### src/include/udp_rx_consts.svh
`ifndef UDP_RX_CONSTS_SVH
`define UDP_RX_CONSTS_SVH

// preamble and start of frame
`define UDP_RX_PREAMBLE_BYTE 8'h55
`define UDP_RX_SFD 8'hd5
`define UDP_RX_MIN_PREAMBLE 16'd6
`define UDP_RX_MAX_PREAMBLE 16'd8

// header and trailer sizes in bytes
`define UDP_RX_ETH_HDR_BYTES 16'd14
`define UDP_RX_IP_HDR_BYTES 16'd20
`define UDP_RX_UDP_HDR_BYTES 16'd8
`define UDP_RX_FCS_BYTES 16'd4

// shortest payload before pad bytes are appended
`define UDP_RX_MIN_PAYLOAD 16'd18

// protocol fields
`define UDP_RX_ETHERTYPE_IPV4 16'h0800
`define UDP_RX_IP_VER 4'd4
`define UDP_RX_IP_IHL 4'd5
`define UDP_RX_BCAST_MAC 48'hffff_ffff_ffff

// crc-32, reflected form of 04c11db7
`define UDP_RX_CRC_RESIDUE_INIT 32'hffffffff
`define UDP_RX_CRC_POLY 32'hedb88320

`endif

### src/design/udp_rx_pkg.sv
package udp_rx_pkg;

  // one byte of the aligned receive stream
  typedef struct packed {
    logic [7:0] data;
    logic       valid;
    logic       sof;
  } rx_byte_t;

  typedef struct packed {
    logic [47:0] dst_mac;
    logic [47:0] src_mac;
    logic [15:0] eth_type;
  } eth_hdr_t;

  // fields in wire order
  typedef struct packed {
    logic [3:0]  ver;
    logic [3:0]  ihl;
    logic [7:0]  tos;
    logic [15:0] total_len;
    logic [15:0] id;
    logic [15:0] flags_frag;
    logic [7:0]  ttl;
    logic [7:0]  protocol;
    logic [15:0] checksum;
    logic [31:0] src_ip;
    logic [31:0] dst_ip;
  } ip_hdr_t;

  typedef struct packed {
    logic [15:0] src_port;
    logic [15:0] dst_port;
    logic [15:0] udp_len;
    logic [15:0] udp_sum;
  } udp_hdr_t;

  typedef struct packed {
    logic [47:0] mac;
    logic [31:0] ip;
    logic [15:0] port;
  } local_addr_t;

  typedef struct packed {
    logic [47:0] mac;
    logic [31:0] ip;
    logic [15:0] port;
  } peer_addr_t;

  typedef enum logic [3:0] {
    IDLE, PREAMBLE, ETH_HDR, IP_HDR, UDP_HDR, PAYLOAD, PAD, FCS, CHECK
  } rx_state_t;

endpackage

### src/design/gmii_rx_align.sv
`timescale 1ns/1ns

module gmii_rx_align (
  input  logic                 clk125M,
  input  logic                 reset_n,
  input  logic [7:0]           gmii_rxd,
  input  logic                 gmii_rxdv,
  output udp_rx_pkg::rx_byte_t stream
);

  logic [7:0]      rxd_q;
  logic            rxdv_q;
  logic [1:0][7:0] data_dly;
  logic [1:0]      valid_dly;
  logic [7:0]      data_q;
  logic            valid_q;
  logic            sof_q;

  // pin register
  always_ff @(posedge clk125M or negedge reset_n)
  begin
    if (!reset_n)
    begin
      rxd_q  <= 8'h00;
      rxdv_q <= 1'b0;
    end
    else
    begin
      rxd_q  <= gmii_rxd;
      rxdv_q <= gmii_rxdv;
    end
  end

  always_ff @(posedge clk125M)
  begin
    data_dly <= {data_dly[0], rxd_q};
    data_q   <= data_dly[1];
  end

  // sof on the first valid byte after idle
  always_ff @(posedge clk125M or negedge reset_n)
  begin
    if (!reset_n)
    begin
      valid_dly <= 2'b00;
      valid_q   <= 1'b0;
      sof_q     <= 1'b0;
    end
    else
    begin
      valid_dly <= {valid_dly[0], rxdv_q};
      valid_q   <= valid_dly[1];
      sof_q     <= valid_dly[1] & ~valid_q;
    end
  end

  assign stream = '{data: data_q, valid: valid_q, sof: sof_q};

endmodule

### src/design/hdr_shift.sv
`timescale 1ns/1ns

module hdr_shift #(
  parameter type hdr_t = logic [7:0]
) (
  input  logic                 clk125M,
  input  logic                 reset_n,
  input  udp_rx_pkg::rx_byte_t stream,
  input  logic                 cap,
  output hdr_t                 hdr
);

  localparam int W = $bits(hdr_t);

  logic [W-1:0] shreg;

  // first byte ends up in the top byte
  always_ff @(posedge clk125M or negedge reset_n)
  begin
    if (!reset_n)
      shreg <= '0;
    else if (cap)
      shreg <= {shreg[W-9:0], stream.data};
  end

  assign hdr = hdr_t'(shreg);

endmodule

### src/design/ip_hdr_checksum.sv
`timescale 1ns/1ns

module ip_hdr_checksum (
  input  logic                 clk125M,
  input  logic                 reset_n,
  input  udp_rx_pkg::rx_byte_t stream,
  input  logic                 ip_cap,
  output logic                 csum_ok
);

  logic [15:0] sum;
  logic [7:0]  hi_byte;
  logic        odd;
  logic [16:0] add;

  // next 16-bit word joins the running sum
  assign add = {1'b0, sum} + {1'b0, hi_byte, stream.data};

  always_ff @(posedge clk125M or negedge reset_n)
  begin
    if (!reset_n)
    begin
      sum     <= 16'h0000;
      hi_byte <= 8'h00;
      odd     <= 1'b0;
    end
    else if (stream.sof)
    begin
      sum <= 16'h0000;
      odd <= 1'b0;
    end
    else if (ip_cap)
    begin
      odd <= ~odd;
      if (!odd)
        hi_byte <= stream.data;
      else
        // end-around carry
        sum <= add[15:0] + {15'd0, add[16]};
    end
  end

  // a correct header folds to all ones
  assign csum_ok = (sum == 16'hffff);

endmodule

### src/design/crc32_d8.sv
`timescale 1ns/1ns
`include "udp_rx_consts.svh"

module crc32_d8 (
  input  logic                 clk125M,
  input  logic                 reset_n,
  input  udp_rx_pkg::rx_byte_t stream,
  input  logic                 crc_init,
  input  logic                 crc_en,
  output logic [31:0]          fcs_calc
);

  logic [31:0] crc;
  logic [31:0] crc_inv;

  // lsb first, one bit per step
  function automatic logic [31:0] crc_byte(input logic [31:0] c, input logic [7:0] d);
    logic [31:0] r;
    r = c;
    for (int i = 0; i < 8; i++)
    begin
      if (r[0] ^ d[i])
        r = (r >> 1) ^ `UDP_RX_CRC_POLY;
      else
        r = r >> 1;
    end
    return r;
  endfunction

  always_ff @(posedge clk125M or negedge reset_n)
  begin
    if (!reset_n)
      crc <= `UDP_RX_CRC_RESIDUE_INIT;
    else if (crc_init)
      crc <= `UDP_RX_CRC_RESIDUE_INIT;
    else if (crc_en)
      crc <= crc_byte(crc, stream.data);
  end

  assign crc_inv = ~crc;

  // low byte goes on the wire first
  assign fcs_calc = {crc_inv[7:0], crc_inv[15:8], crc_inv[23:16], crc_inv[31:24]};

endmodule

### src/design/udp_rx_ctrl.sv
`timescale 1ns/1ns
`include "udp_rx_consts.svh"

module udp_rx_ctrl (
  input  logic                    clk125M,
  input  logic                    reset_n,
  input  udp_rx_pkg::rx_byte_t    stream,
  input  udp_rx_pkg::local_addr_t local_addr,
  input  logic                    fifo_full,
  input  udp_rx_pkg::eth_hdr_t    eth_hdr,
  input  udp_rx_pkg::ip_hdr_t     ip_hdr,
  input  udp_rx_pkg::udp_hdr_t    udp_hdr,
  input  logic                    csum_ok,
  input  logic [31:0]             fcs_calc,
  output logic                    eth_cap,
  output logic                    ip_cap,
  output logic                    udp_cap,
  output logic                    crc_init,
  output logic                    crc_en,
  output logic                    fifo_wr,
  output logic [7:0]              fifo_din,
  output udp_rx_pkg::peer_addr_t  peer,
  output logic [15:0]             rx_data_length,
  output logic                    pkt_done,
  output logic                    pkt_error
);
  import udp_rx_pkg::*;

  rx_state_t   state;
  rx_state_t   state_nxt;
  logic [15:0] cnt;
  logic [15:0] cnt_nxt;
  local_addr_t local_q;
  logic [31:0] fcs_rx;
  logic        full_flag;
  logic [15:0] data_len;
  udp_hdr_t    udp_full;
  logic        eth_ok;
  logic        ip_ok;
  logic        port_ok;

  ////////////////////////////////////////
  // filters
  assign data_len = ip_hdr.total_len - (`UDP_RX_IP_HDR_BYTES + `UDP_RX_UDP_HDR_BYTES);

  // udp header as it stands once the byte on the stream is shifted in
  assign udp_full = udp_hdr_t'({udp_hdr[$bits(udp_hdr_t)-9:0], stream.data});

  assign eth_ok = (eth_hdr.dst_mac == local_q.mac || eth_hdr.dst_mac == `UDP_RX_BCAST_MAC) &&
                  (eth_hdr.eth_type == `UDP_RX_ETHERTYPE_IPV4);

  assign ip_ok = (ip_hdr.ver == `UDP_RX_IP_VER) && (ip_hdr.ihl == `UDP_RX_IP_IHL) &&
                 csum_ok && (ip_hdr.dst_ip == local_q.ip);

  assign port_ok = (udp_full.dst_port == local_q.port);

  ////////////////////////////////////////
  // frame fsm
  always_comb
  begin
    state_nxt = state;
    cnt_nxt   = cnt + 16'd1;
    case (state)
      IDLE:
      begin
        cnt_nxt = 16'd1;
        if (stream.sof && stream.data == `UDP_RX_PREAMBLE_BYTE)
          state_nxt = PREAMBLE;
      end
      PREAMBLE:
      begin
        if (stream.data == `UDP_RX_SFD && cnt >= `UDP_RX_MIN_PREAMBLE)
        begin
          state_nxt = ETH_HDR;
          cnt_nxt   = 16'd0;
        end
        else if (stream.data != `UDP_RX_PREAMBLE_BYTE || cnt >= `UDP_RX_MAX_PREAMBLE)
          state_nxt = IDLE;
      end
      ETH_HDR:
      begin
        if (cnt == `UDP_RX_ETH_HDR_BYTES - 16'd1)
        begin
          state_nxt = IP_HDR;
          cnt_nxt   = 16'd0;
        end
      end
      IP_HDR:
      begin
        if (cnt == 16'd2 && !eth_ok)
          state_nxt = IDLE;
        else if (cnt == `UDP_RX_IP_HDR_BYTES - 16'd1)
        begin
          state_nxt = UDP_HDR;
          cnt_nxt   = 16'd0;
        end
      end
      UDP_HDR:
      begin
        if (cnt == 16'd2 && !ip_ok)
          state_nxt = IDLE;
        else if (cnt == `UDP_RX_UDP_HDR_BYTES - 16'd1)
        begin
          cnt_nxt = 16'd0;
          if (!port_ok)
            state_nxt = IDLE;
          else if (data_len == 16'd0)
            state_nxt = PAD;
          else
            state_nxt = PAYLOAD;
        end
      end
      PAYLOAD:
      begin
        // counter keeps running into PAD for short payloads
        if (cnt == data_len - 16'd1)
        begin
          if (data_len < `UDP_RX_MIN_PAYLOAD)
            state_nxt = PAD;
          else
          begin
            state_nxt = FCS;
            cnt_nxt   = 16'd0;
          end
        end
      end
      PAD:
      begin
        if (cnt >= `UDP_RX_MIN_PAYLOAD - 16'd1)
        begin
          state_nxt = FCS;
          cnt_nxt   = 16'd0;
        end
      end
      FCS:
      begin
        if (cnt == `UDP_RX_FCS_BYTES - 16'd1)
          state_nxt = CHECK;
      end
      CHECK:
        state_nxt = IDLE;
      default:
        state_nxt = IDLE;
    endcase
    // frame ended early
    if (state != IDLE && state != CHECK && !stream.valid)
      state_nxt = IDLE;
  end

  always_ff @(posedge clk125M or negedge reset_n)
  begin
    if (!reset_n)
    begin
      state <= IDLE;
      cnt   <= 16'd0;
    end
    else
    begin
      state <= state_nxt;
      cnt   <= cnt_nxt;
    end
  end

  assign eth_cap  = (state == ETH_HDR);
  assign ip_cap   = (state == IP_HDR);
  assign udp_cap  = (state == UDP_HDR);
  assign crc_init = (state == PREAMBLE) && (cnt == 16'd1);
  assign crc_en   = (state inside {ETH_HDR, IP_HDR, UDP_HDR, PAYLOAD, PAD});

  ////////////////////////////////////////
  // payload, fcs and result
  always_ff @(posedge clk125M or negedge reset_n)
  begin
    if (!reset_n)
    begin
      local_q   <= '0;
      full_flag <= 1'b0;
      fifo_wr   <= 1'b0;
    end
    else
    begin
      if (state == IDLE)
        local_q <= local_addr;
      if (stream.sof)
        full_flag <= 1'b0;
      else if (state == PAYLOAD && fifo_full)
        full_flag <= 1'b1;
      fifo_wr <= (state == PAYLOAD) && stream.valid;
    end
  end

  always_ff @(posedge clk125M)
  begin
    fifo_din <= stream.data;
    if (state == FCS)
      fcs_rx <= {fcs_rx[23:0], stream.data};
  end

  always_ff @(posedge clk125M or negedge reset_n)
  begin
    if (!reset_n)
    begin
      pkt_done       <= 1'b0;
      pkt_error      <= 1'b0;
      peer           <= '0;
      rx_data_length <= 16'd0;
    end
    else
    begin
      pkt_done  <= (state == CHECK);
      pkt_error <= (state == CHECK) && ((fcs_rx != fcs_calc) || full_flag);
      if (state == CHECK)
      begin
        peer           <= '{mac: eth_hdr.src_mac, ip: ip_hdr.src_ip, port: udp_hdr.src_port};
        rx_data_length <= data_len;
      end
    end
  end

endmodule

### src/design/udp_rx_top.sv
`timescale 1ns/1ns

module udp_rx_top (
  input  logic                    clk125M,
  input  logic                    reset_n,
  input  logic [7:0]              gmii_rxd,
  input  logic                    gmii_rxdv,
  input  udp_rx_pkg::local_addr_t local_addr,
  input  logic                    fifo_full,
  output logic                    fifo_wr,
  output logic [7:0]              fifo_din,
  output udp_rx_pkg::peer_addr_t  peer,
  output logic [15:0]             rx_data_length,
  output logic                    pkt_done,
  output logic                    pkt_error
);
  import udp_rx_pkg::*;

  rx_byte_t    stream;
  eth_hdr_t    eth_hdr;
  ip_hdr_t     ip_hdr;
  udp_hdr_t    udp_hdr;
  logic        eth_cap;
  logic        ip_cap;
  logic        udp_cap;
  logic        csum_ok;
  logic        crc_init;
  logic        crc_en;
  logic [31:0] fcs_calc;

  gmii_rx_align u_align (.clk125M, .reset_n, .gmii_rxd, .gmii_rxdv, .stream);

  ////////////////////////////////////////
  // header capture
  hdr_shift #(.hdr_t(eth_hdr_t)) u_eth_cap (
    .clk125M, .reset_n, .stream, .cap(eth_cap), .hdr(eth_hdr)
  );

  hdr_shift #(.hdr_t(ip_hdr_t)) u_ip_cap (
    .clk125M, .reset_n, .stream, .cap(ip_cap), .hdr(ip_hdr)
  );

  hdr_shift #(.hdr_t(udp_hdr_t)) u_udp_cap (
    .clk125M, .reset_n, .stream, .cap(udp_cap), .hdr(udp_hdr)
  );

  ////////////////////////////////////////
  // checks on the byte stream
  ip_hdr_checksum u_csum (.clk125M, .reset_n, .stream, .ip_cap, .csum_ok);

  crc32_d8 u_crc (.clk125M, .reset_n, .stream, .crc_init, .crc_en, .fcs_calc);

  udp_rx_ctrl u_ctrl (
    .clk125M, .reset_n, .stream, .local_addr, .fifo_full,
    .eth_hdr, .ip_hdr, .udp_hdr, .csum_ok, .fcs_calc,
    .eth_cap, .ip_cap, .udp_cap, .crc_init, .crc_en,
    .fifo_wr, .fifo_din, .peer, .rx_data_length, .pkt_done, .pkt_error
  );

endmodule

### config.mk
export PLATFORM = sky130hd
export DESIGN_NAME = udp_rx_top
export DESIGN_NICKNAME = d
export VERILOG_FILES = /design/src/design/udp_rx_pkg.sv /design/src/design/gmii_rx_align.sv /design/src/design/hdr_shift.sv /design/src/design/ip_hdr_checksum.sv /design/src/design/crc32_d8.sv /design/src/design/udp_rx_ctrl.sv /design/src/design/udp_rx_top.sv
export VERILOG_INCLUDE_DIRS = /design/src /design/src/include
export SDC_FILE = /design/constraint.sdc
export NUM_CORES = 1
export LEC_CHECK = 0
export ABC_CLOCK_PERIOD_IN_PS = 9700
export BUFFER_PORTS_ARGS = -buffer_cell sky130_fd_sc_hd__buf_2
export CELL_PAD_IN_SITES_DETAIL_PLACEMENT = 1
export CELL_PAD_IN_SITES_GLOBAL_PLACEMENT = 2
export CORE_MARGIN = 5
export CORE_UTILIZATION = 45
export CTS_CLUSTER_DIAMETER = 150
export DETAILED_ROUTE_END_ITERATION = 6
export GPL_TIMING_DRIVEN = 0
export PLACE_DENSITY_LB_ADDON = 0.1
export SYNTH_ARGS = -nofsm -noshare
export SYNTH_HDL_FRONTEND = slang
export SYNTH_SLANG_ARGS = --single-unit
### constraint.sdc
create_clock -name clk125M -period 9.7 [get_ports clk125M]
set_input_delay 0.97 -clock clk125M [delete_from_list [all_inputs] [get_ports clk125M]]
set_output_delay 0.97 -clock clk125M [all_outputs]
set_load 0.02 [all_outputs]
==> results.ini, run 1 <==
[run_status]
status=complete, no violations

[setup_path]
cp-endpoint=u_csum.sum[15]$_DFFE_PN0P_
rr_worst_depth=14
worstSetupPathType=reg2reg
slowest_stage=dfxtp_1
startpoint=u_align.data_q[2]$_DFF_P_
required_ns=10.19
crit_fanout=9
start_kind=register
r2r-start=u_align.data_q[2]$_DFF_P_
reg2reg_to=u_csum.sum[15]$_DFFE_PN0P_
arrival_ns=5.49
max_stage_delay_ns=1.05
crit_chain=ha_1 -> a211o_1 -> a2111o_1 -> a211o_1 -> a211oi_1 -> o21ai_0 -> a21oi_1 -> o21bai_1 -> ha_1 -> and3_1 -> and2_0 -> and4b_1 -> xnor2_1 -> a22o_1
cp-end-kind=register
reg2reg_slack_ns=4.70

[finish]
final_cell_mix=606 x dfrtp_1, 436 x mux2_2, 366 x nand2_1
final_core_util_pct=52.9
final_common_cell=dfrtp_1
area_growth_pct=16.6
diodes=0
finalNetCount=2823
drive_above_1_share_pct=31.0
num-fill-cells=6800

[place]
gp_congestion=0.871
port_buffers=230
hpwl_um=57100

[sta]
worst_pin_slew_ns=1.15
relSlewSlack_pct=23.0
final_max_slew_viol_count=0
fin_skew_ns=0.0162
clock.fmax_ghz=0.200
tns_ns=0
hold_violations=0
rsz0062_at_grt=false
finalCritPeriodShare_pct=51.6
setup-violations-final=0
fin_crit_ns=5.00

[logic_synthesis]
avgSynthCellArea_um2=12.6
synth_compound_area_share_pct=4.00
seq_area_frac_synth_pct=58.9
yosysTopAreaCellShare_pct=50.8
synth_area_leaders=dfrtp_1 51%, mux2_2 16%, xnor2_1 4.8%
syn_area_mm2=0.0299
muxShareOfSynthArea_pct=16.5
syn_nets=2507
ys_types=75
synth_largest_area_cell=dfrtp_1
synth_simple_gate_area_share_pct=9.89
syn_inst=2373
yosys_warnings=0
synth_ff_type=dfrtp_1
ys_async_sr_fraction_pct=90.9
synth-edff-count=32
synth-xor-area-share_pct=7.92
ys_ff_latch=702
synth_top_family_by_area=multiplexers
synth_fa_ha_area_share_pct=1.11

[power]
p_leak_uw=0.0167
power.switching_uw=1970
ir_drop_mv=0.155
cellPowerDensity_mw_per_mm2=211
p_seq_share_pct=45.6
p_comb_share_pct=14.5
internal_power_uw=5400
swShare_pct=26.7
power.share.clock_pct=40.0

[detailed_routing]
vias=19200
ant_nets=0
routed_via_density=5.33
drc_errors=0
routed_wl_um=79200
post_drt_wl_per_cell_um=21.9
first_pass_iters=4
drtIter0Drc=975

[clock_tree]
clockRootBuffer=clkbuf_16
numCtsBuffers=77
postCtsHoldBufs=0
insertion_delay_ns=0.61
ctsHtreeMaxLevel=3
postCtsSetupRepairBufs=0
cts.sinks=702
clkTransAtPathRegs_ns=0.06
clk_path_buf_depth=3
cts_tree=built
cts_resized=0

[floorplanning]
rows=94
die_h_um=268
initial_core_util_pct=45.4
coreArea_mm2=0.0659
io_pins=231
die_area_mm2=0.0716
die_width_um=268

[flow_run]
maxCapViolCount=0

[min_path]
hold_class=reg2reg

[global_route]
grt_pass1_vias=21300
grt_first_pass_wirelength_um=125000
grt_max_degree=128
grt_overflow=0
track_usage_pct=22.2
antenna_found_initial=4

-- per-layer routing --
metal / up-vias / routed length (µm) / GRT usage, %
met4: 0 / 1260 / 4.85
met5: - / 0 / 0
met2: 348 / 37700 / 36.0
met3: 85 / 3670 / 3.83
met1: 9932 / 36500 / 31.8
li1: 8880 / - / -
-- synth_stat cells, types with 3 or more instances --
library cell / number
o211ai_1: 11
buf_1: 5
nor2b_1: 7
xor2_1: 105
inv_1: 13
a311o_1: 3
dfrtp_1: 606
a21oi_1: 40
o21a_1: 8
a221o_1: 3
or4_1: 3
nand2_1: 366
buf_2: 3
nand3_1: 24
and2_1: 6
a211oi_1: 7
xnor2_1: 165
nor3_1: 46
mux2i_1: 3
clkbuf_1: 100
nor4_1: 34
or3_1: 7
nand3b_1: 3
o221ai_1: 3
o21ai_0: 42
a22o_1: 12
o31ai_1: 4
nor3b_1: 4
a211o_1: 7
dfxtp_1: 32
o21bai_1: 3
dfstp_2: 32
nand2b_1: 9
edfxtp_1: 32
a2111o_1: 3
ha_1: 25
a21o_1: 7
or2_2: 4
nand4_1: 45
and3_1: 10
mux2_2: 436
nand4b_1: 6
nor2_1: 48
-- sequential cells by signal, summed over array words and instances (netlist names), 32 cells and up --
signal          cells
u_crc.crc          32
u_ctrl.local_q     96
u_ctrl.fcs_rx      32
u_ip_cap.hdr      160
u_ctrl.peer        96
u_udp_cap.hdr      64
u_eth_cap.hdr     112
-- cells by family after synthesis --
logic type,count (synthesis)
xor+xnor,270
simple gates,637
buf+inv,124
flops,702
compound gates,175
fa+ha+maj,26
mux,439
-- worst min-delay path by stage --
stage	cells past startpoint	slack, ns	from	endpoint
floorplan	0	0.31	u_align.data_dly[2]$_DFF_P_	u_align.data_dly[10]$_DFF_P_
global placement	0	0.31	u_align.data_dly[1]$_DFF_P_	u_align.data_dly[9]$_DFF_P_
detailed placement	0	0.31	u_align.data_dly[7]$_DFF_P_	u_align.data_dly[15]$_DFF_P_
CTS	0	0.33	u_align.data_dly[7]$_DFF_P_	u_align.data_dly[15]$_DFF_P_
global route	0	0.33	u_align.data_dly[0]$_DFF_P_	u_align.data_dly[8]$_DFF_P_
finish	0	0.32	u_align.data_dly[15]$_DFF_P_	u_align.data_q[7]$_DFF_P_
-- worst max-delay path: cells and delay by family, from the launching register on --
family / cells / cell delay (ns)
AOI/OAI and AO/OA: 8 / 2.27
xor gates and xnor gates: 1 / 0.13
adders and majority gates: 2 / 0.69
DFF: 1 / 1.05
and+or+nand+nor: 3 / 0.73
-- cell type report --
type                            instances  area (µm²)  share of cell area, %
Buffer                                110         428                   1.23
Inverter                               14        52.6                  0.151
Sequential cell                       702       17600                   50.5
Clock inverter                         31         324                  0.930
Clock buffer                          106        2220                   6.37
Multi-Input combinational cell       1547       11800                   33.9
Tap cell                              864        1080                   3.10
Timing Repair Buffer                  237        1330                   3.83
-- per-stage QoR --
stage | total power [µW] | setup slack [ns] | hold slack, ns | area (µm²) | std cells
detailed placement | 4480 | 4.71 | 0.313 | 32300 | 3474
CTS | 7460 | 4.65 | 0.327 | 34800 | 3611
floorplan | 4090 | 5.85 | 0.310 | 29900 | 2373
finish | 7370 | 4.70 | 0.325 | 34800 | 3611
global placement | 4420 | -5.64 | 0.310 | 32100 | 3467
global route | 7710 | 4.32 | 0.330 | 34800 | 3611
-- power groups by stage --
stage,Sequential [µW],Combinational [µW],Clock [µW]
after floorplan,3330,765,0
after global placement,3400,1020,0
after detailed placement,3410,1070,0
after CTS,3360,1080,3030
after global routing,3380,1170,3160
final,3360,1070,2950
Power figures use the tool's default switching activity.
==> inputs of run 2 (changes only) <==
--- a/config.mk
+++ b/config.mk
@@ -6,12 +6,12 @@
 export SDC_FILE = /design/constraint.sdc
 export NUM_CORES = 1
 export LEC_CHECK = 0
-export ABC_CLOCK_PERIOD_IN_PS = 9700
+export ABC_CLOCK_PERIOD_IN_PS = 4900
 export BUFFER_PORTS_ARGS = -buffer_cell sky130_fd_sc_hd__buf_2
 export CELL_PAD_IN_SITES_DETAIL_PLACEMENT = 1
 export CELL_PAD_IN_SITES_GLOBAL_PLACEMENT = 2
 export CORE_MARGIN = 5
-export CORE_UTILIZATION = 45
+export CORE_UTILIZATION = 42
 export CTS_CLUSTER_DIAMETER = 150
 export DETAILED_ROUTE_END_ITERATION = 6
 export GPL_TIMING_DRIVEN = 0
==> constraint.sdc (replaced) <==
create_clock -name clk125M -period 4.9 [get_ports clk125M]
set_input_delay 0.49 -clock clk125M [delete_from_list [all_inputs] [get_ports clk125M]]
set_output_delay 0.49 -clock clk125M [all_outputs]
set_load 0.02 [all_outputs]
==> results.ini, run 2 (synthesized netlist as in run 1, its figures left out) <==
[clock_tree]
clk_path_buf_depth=3  ; unchanged
insertion_delay_ns=0.62  ; about the same
cts_tree=built
postCtsSetupRepairBufs=0  ; unchanged
clockRootBuffer=clkbuf_16
numCtsBuffers=77  ; unchanged
cts.sinks=702  ; unchanged
ctsHtreeMaxLevel=3  ; unchanged
clkTransAtPathRegs_ns=0.06  ; about the same

[floorplanning]
die_h_um=277  ; +3.4%
coreArea_mm2=0.0703  ; +6.7%
initial_core_util_pct=42.5  ; -2.8 points
die_area_mm2=0.0766  ; +6.9%
die_width_um=277  ; +3.4%
rows=97  ; +3.2%
io_pins=231  ; unchanged

[place]
place_inst=3550  ; +2.2%
gp_congestion=0.825  ; -5.3%
pre_cts_ws_ns=-0.206  ; -4.91 ns
port_buffers=230  ; unchanged
hpwl_um=57500  ; +0.78%
dpl_cell_area_mm2=0.0324  ; +0.29%

[global_route]
grt_pass1_vias=21300  ; +0.31%
grt_max_degree=114  ; -11%
grt_first_pass_wirelength_um=128000  ; +2.4%
track_usage_pct=20.9  ; -1.3 points
antenna_found_initial=6  ; +2
grt_overflow=0  ; unchanged

[setup_path]
r2r-start=u_align.data_q[0]$_DFF_P_
rr_worst_depth=15  ; +1
start_kind=register
crit_fanout=9  ; unchanged
worstSetupPathType=reg2reg
cp-end-kind=register
reg2reg_to=u_csum.sum[15]$_DFFE_PN0P_
reg2reg_slack_ns=0.34  ; -4.36 ns
required_ns=5.40  ; -4.79 ns
arrival_ns=5.07  ; -0.42 ns

[min_path]
holdCritStartpoint=local_addr[54]
hold_class=in2reg
hold_end=u_ctrl.local_q[54]$_DFFE_PN0P_
whs_path_depth=2  ; +2

[finish]
final_cell_mix=606 x dfrtp_1, 436 x mux2_2, 366 x nand2_1
num-fill-cells=7291  ; +7.2%
finalNetCount=2833  ; +0.35%
stdcell_count=3697  ; +2.4%
area_growth_pct=17.5
drive_above_1_share_pct=31.1  ; +0.14 points
diodes=0  ; unchanged
final_common_cell=dfrtp_1
largest_reg_flops=160  ; unchanged
finalInstanceArea_mm2=0.0351  ; +0.73%

[sta]
rsz0062_at_grt=false
fin_skew_ns=0.0312  ; +0.0149 ns
finalCritPeriodShare_pct=93.2  ; +42 points
setup-violations-final=0  ; unchanged
hold-worst-slack_ns=0.104  ; -0.221 ns
final_max_slew_viol_count=0  ; unchanged
worst_pin_slew_ns=1.12  ; -0.0268 ns
hold_violations=0  ; unchanged
fin_crit_ns=4.56  ; -0.436 ns
clock.fmax_ghz=0.219  ; +9.5%
relSlewSlack_pct=25.4  ; +2.5 points
setup_ws_ns=0.335  ; -4.36 ns

[detailed_routing]
routed_via_density=5.22  ; -2.0%
post_drt_wl_per_cell_um=21.7  ; -0.88%
routed_wl_um=80300  ; +1.5%
drc_errors=0  ; unchanged
first_pass_iters=5  ; +1
drtIter0Drc=1087  ; +11%
vias=19300  ; +0.33%
ant_nets=0  ; unchanged

[power]
cellPowerDensity_mw_per_mm2=418  ; +98%
p_leak_uw=0.0167  ; +0.44%
ir_drop_mv=0.332  ; +110%

[flow_run]
maxCapViolCount=0  ; unchanged

[run_status]
status=complete, no violations

==> run 2: cell count changes in the layout (fill, tap and decap cells not counted), sizes merged <==
| cell | change |
|---|---|
| clkinvlp | -2 |
| bufinv | +1 |
| clkinv | +1 |
| dlygate4sd3 | +10 |
| clkbuf | +1 |
| inv | -1 |
==> run 2: worst max path at each step <==
stage / startpoint / to / slack (ns) / cells past startpoint
floorplan: u_align.data_q[0]$_DFF_P_ / u_csum.sum[15]$_DFFE_PN0P_ / 1.05 / 15
global placement: reset_n / u_ctrl.peer[18]$_DFFE_PN0P_ / -10.22 / 1
detailed placement: u_align.data_q[2]$_DFF_P_ / u_csum.sum[15]$_DFFE_PN0P_ / -0.21 / 14
CTS: u_align.data_q[0]$_DFF_P_ / u_csum.sum[15]$_DFFE_PN0P_ / 0.09 / 15
global route: u_align.data_q[0]$_DFF_P_ / u_csum.sum[15]$_DFFE_PN0P_ / 0.11 / 15
finish: u_align.data_q[0]$_DFF_P_ / u_csum.sum[15]$_DFFE_PN0P_ / 0.34 / 15
==> run 2: cell type report <==
cell class | instances | area [µm²] | share of cell area (%)
clock buffer | 107 | 2240 | 6.39
buffer | 110 | 428 | 1.22
tap | 940 | 1180 | 3.35
clock inverter | 30 | 347 | 0.987
sequential | 702 | 17600 | 50.2
inverter | 14 | 52.6 | 0.150
multi-input combinational | 1547 | 11800 | 33.6
timing repair buffer | 247 | 1430 | 4.08
==> run 2: timing repair <==
action | 4_1_cts | 5_1_grt
hold endpoints to repair | 75 | 0
resized for setup | 5 | 1
hold buffers | 10 | 0
setup endpoints to repair | 12 | 1
==> run 2: critical path: stages (launching register included) <==
cell      delay, ns
dfxtp_2        0.45
ha_1           0.33
fa_1           0.46
a211o_1        0.37
a2111o_1       0.44
a211o_1        0.33
a211oi_2       0.29
o21ai_0        0.20
a21oi_1        0.18
o21bai_1       0.10
ha_1           0.22
and3_1         0.19
and2_0         0.29
and4b_1        0.29
xnor2_1        0.12
a22o_1         0.20
==> run 2: per-layer routing <==
metal | share of wire, % | GRT usage (%)
met2 | 48 | 34.5
met5 | 0 | 0
met1 | 47 | 29.8
met4 | 1.4 | 4.31
met3 | 4.2 | 3.18
==> run 2: through the flow <==
stage / power, µW / utilization [%] / TNS [ns]
floorplan: 8100 / - / 0
global placement: 8780 / 45.8 / -6318.60
detailed placement: 8870 / 46.1 / -0.766
CTS: 14900 / 49.9 / 0
global route: 15400 / 50.0 / 0
finish: 14700 / 50.0 / 0
==> run 2: report_power, final <==
part	internal (µW)	switching [µW]	leakage [µW]
Sequential	6250	380	0.00909
Clock	3530	2390	0.00129
Combinational	1000	1130	0.00636
==> inputs of run 3 (changes only) <==
--- a/config.mk
+++ b/config.mk
@@ -16,6 +16,7 @@
 export DETAILED_ROUTE_END_ITERATION = 6
 export GPL_TIMING_DRIVEN = 0
 export PLACE_DENSITY_LB_ADDON = 0.1
+export REMOVE_ABC_BUFFERS = 1
 export SYNTH_ARGS = -nofsm -noshare
 export SYNTH_HDL_FRONTEND = slang
 export SYNTH_SLANG_ARGS = --single-unit
==> results.ini, run 3 (synthesized netlist as in run 1, its figures left out) <==
[sta]
clock.fmax_ghz=0.221  ; +1.0%
rsz0062_at_grt=false
final_max_slew_viol_count=0  ; unchanged
setup-violations-final=0  ; unchanged
setup_ws_ns=0.382  ; +0.0465 ns
fin_crit_ns=4.52  ; -0.0465 ns
relSlewSlack_pct=17.7  ; -7.8 points
fin_skew_ns=0.0181  ; -0.0131 ns
worst_pin_slew_ns=1.23  ; +0.108 ns
hold_violations=0  ; unchanged
finalCritPeriodShare_pct=92.2  ; -0.95 points

[clock_tree]
clockRootBuffer=clkbuf_16
ctsHtreeMaxLevel=3  ; unchanged
cts_tree=built
cts.sinks=702  ; unchanged
clk_path_buf_depth=3  ; unchanged
clkTransAtPathRegs_ns=0.06  ; about the same
postCtsSetupRepairBufs=0  ; unchanged
numCtsBuffers=79  ; +2.6%
insertion_delay_ns=0.62  ; about the same

[floorplanning]
rows=97  ; unchanged
die_width_um=277  ; unchanged
coreArea_mm2=0.0703  ; unchanged
initial_core_util_pct=42.5  ; unchanged
die_area_mm2=0.0766  ; unchanged
die_h_um=277  ; unchanged
io_pins=231  ; unchanged

[run_status]
status=complete, no violations

[detailed_routing]
ant_nets=0  ; unchanged
routed_wl_um=74600  ; -7.2%
drc_errors=0  ; unchanged
post_drt_wl_per_cell_um=20.5  ; -5.6%
vias=18800  ; -2.8%
routed_via_density=5.16  ; -1.2%
drtIter0Drc=1052  ; -3.2%
first_pass_iters=5  ; unchanged

[place]
port_buffers=230  ; unchanged
hpwl_um=51800  ; -10%
dpl_cell_area_mm2=0.0324  ; +0.10%
gp_congestion=0.814  ; -1.3%
place_inst=3479  ; -2.0%
pre_cts_ws_ns=-0.142  ; +0.0639 ns

[power]
ir_drop_mv=0.329  ; -0.78%
p_comb_share_pct=14.2  ; -0.3 points
internal_power_uw=10800  ; +0.47%
power.switching_uw=3820  ; -1.8%
power.share.clock_pct=40.6  ; +0.3 points
swShare_pct=26.1  ; -0.43 points
p_seq_share_pct=45.2  ; about the same
p_leak_uw=0.0168  ; +0.61%
cellPowerDensity_mw_per_mm2=417  ; -0.30%

[setup_path]
worstSetupPathType=reg2reg
reg2reg_slack_ns=0.38  ; +0.05 ns
start_kind=register
crit_fanout=9  ; unchanged
required_ns=5.39  ; about the same
arrival_ns=5.01  ; -0.06 ns
cp-end-kind=register

[min_path]
hold_class=in2reg

[finish]
drive_above_1_share_pct=33.1  ; +1.9 points
stdcell_count=3637  ; -1.6%
final_cell_mix=606 x dfrtp_1, 436 x mux2_2, 365 x nand2_1
largest_reg_flops=160  ; unchanged
area_growth_pct=17.7
finalNetCount=2764  ; -2.4%
final_common_cell=dfrtp_1
finalInstanceArea_mm2=0.0352  ; +0.18%

[global_route]
antenna_found_initial=1  ; -5
grt_first_pass_wirelength_um=121000  ; -5.7%
grt_pass1_vias=20900  ; -1.8%
grt_max_degree=127  ; +11%
track_usage_pct=19.5  ; -1.4 points
grt_overflow=0  ; unchanged

[flow_run]
maxCapViolCount=0  ; unchanged

==> run 3: cell count changes in the layout (fill, tap and decap cells not counted), moves of 3 or more <==
| cell | before | now |
|---|---|---|
| clkbuf_1 | 114 | 27 |
| nor3_1 | 46 | 43 |
| buf_1 | 5 | 0 |
| buf_4 | 2 | 18 |
| nor3_2 | 0 | 3 |
| buf_6 | 1 | 17 |
| buf_2 | 232 | 229 |
| clkinv_2 | 19 | 13 |
==> run 3: metal layers <==
layer | part of all wire [%] | vias up | GRT usage (%)
met1 | 46 | 9669 | 26.7
li1 | - | 8761 | -
met3 | 3.4 | 76 | 3.15
met4 | 1.6 | 0 | 4.26
met2 | 49 | 259 | 33.1
met5 | 0 | - | 0
==> run 3: power by group through the flow <==
stage / clock network (µW) / logic (µW) / registers, µW
after global placement: 0 / 1560 / 6430
final: 5940 / 2080 / 6630
after global routing: 6390 / 2300 / 6680
after detailed placement: 0 / 2090 / 6730
after CTS: 6140 / 2120 / 6630
after floorplan: 0 / 1430 / 6500
==> run 3: final cells by class <==
type,instances,area [µm²]
clock inverters,28,354
flip-flops and latches,702,17600
multi-input cells,1547,11800
diodes,2,5.00
inverters,14,55.1
well taps,940,1180
repair buffers,286,1860
clock buffers,118,2270
fillers,7210,35100
==> run 3: worst paths after layout <==
kind | start | endpoint | depth (start not counted)
max in group asynchronous | reset_n | u_ip_cap.hdr[72]$_DFFE_PN0P_ | 6
max | u_align.data_q[3]$_DFF_P_ | u_csum.sum[15]$_DFFE_PN0P_ | 14
min | local_addr[14] | u_ctrl.local_q[14]$_DFFE_PN0P_ | 2
max reg2reg | u_align.data_q[3]$_DFF_P_ | u_csum.sum[15]$_DFFE_PN0P_ | 14
min reg2reg | u_align.data_dly[13]$_DFF_P_ | u_align.data_q[5]$_DFF_P_ | 0
min in group asynchronous | reset_n | u_ctrl.pkt_error$_DFF_PN0_ | 2
==> run 3: repair_timing <==
action | in CTS | in global routing
endpoints found under the hold margin | 88 | 0
setup endpoints to repair | 2 | 7
resized for setup | 2 | 2
hold buffers | 10 | 0
pin swaps | 0 | 0
==> run 3: per-stage QoR <==
step / power (µW) / setup TNS [ns] / hold WS, ns / util [%]
CTS: 14900 / 0 / 0.0655 / 50.0
global route: 15400 / 0 / 0.0781 / 50.0
global placement: 7990 / - / 0.311 / 45.2
finish: 14700 / 0 / 0.104 / 50.0
floorplan: 7930 / -2284.29 / 0.194 / -
detailed placement: 8830 / -0.142 / 0.313 / 46.2
==> run 3: worst max-delay path, cell delays in order (launching register included) <==
cell and delay [ns]:
dfxtp_1 0.88, ha_1 0.40, o21a_1 0.26, a2111o_1 0.47
a211o_1 0.32, a211oi_2 0.29, o21ai_0 0.20, a21oi_1 0.19
o21bai_1 0.10, ha_1 0.23, and3_1 0.19, and2_0 0.27
and4b_1 0.28, xnor2_1 0.12, a22o_1 0.20
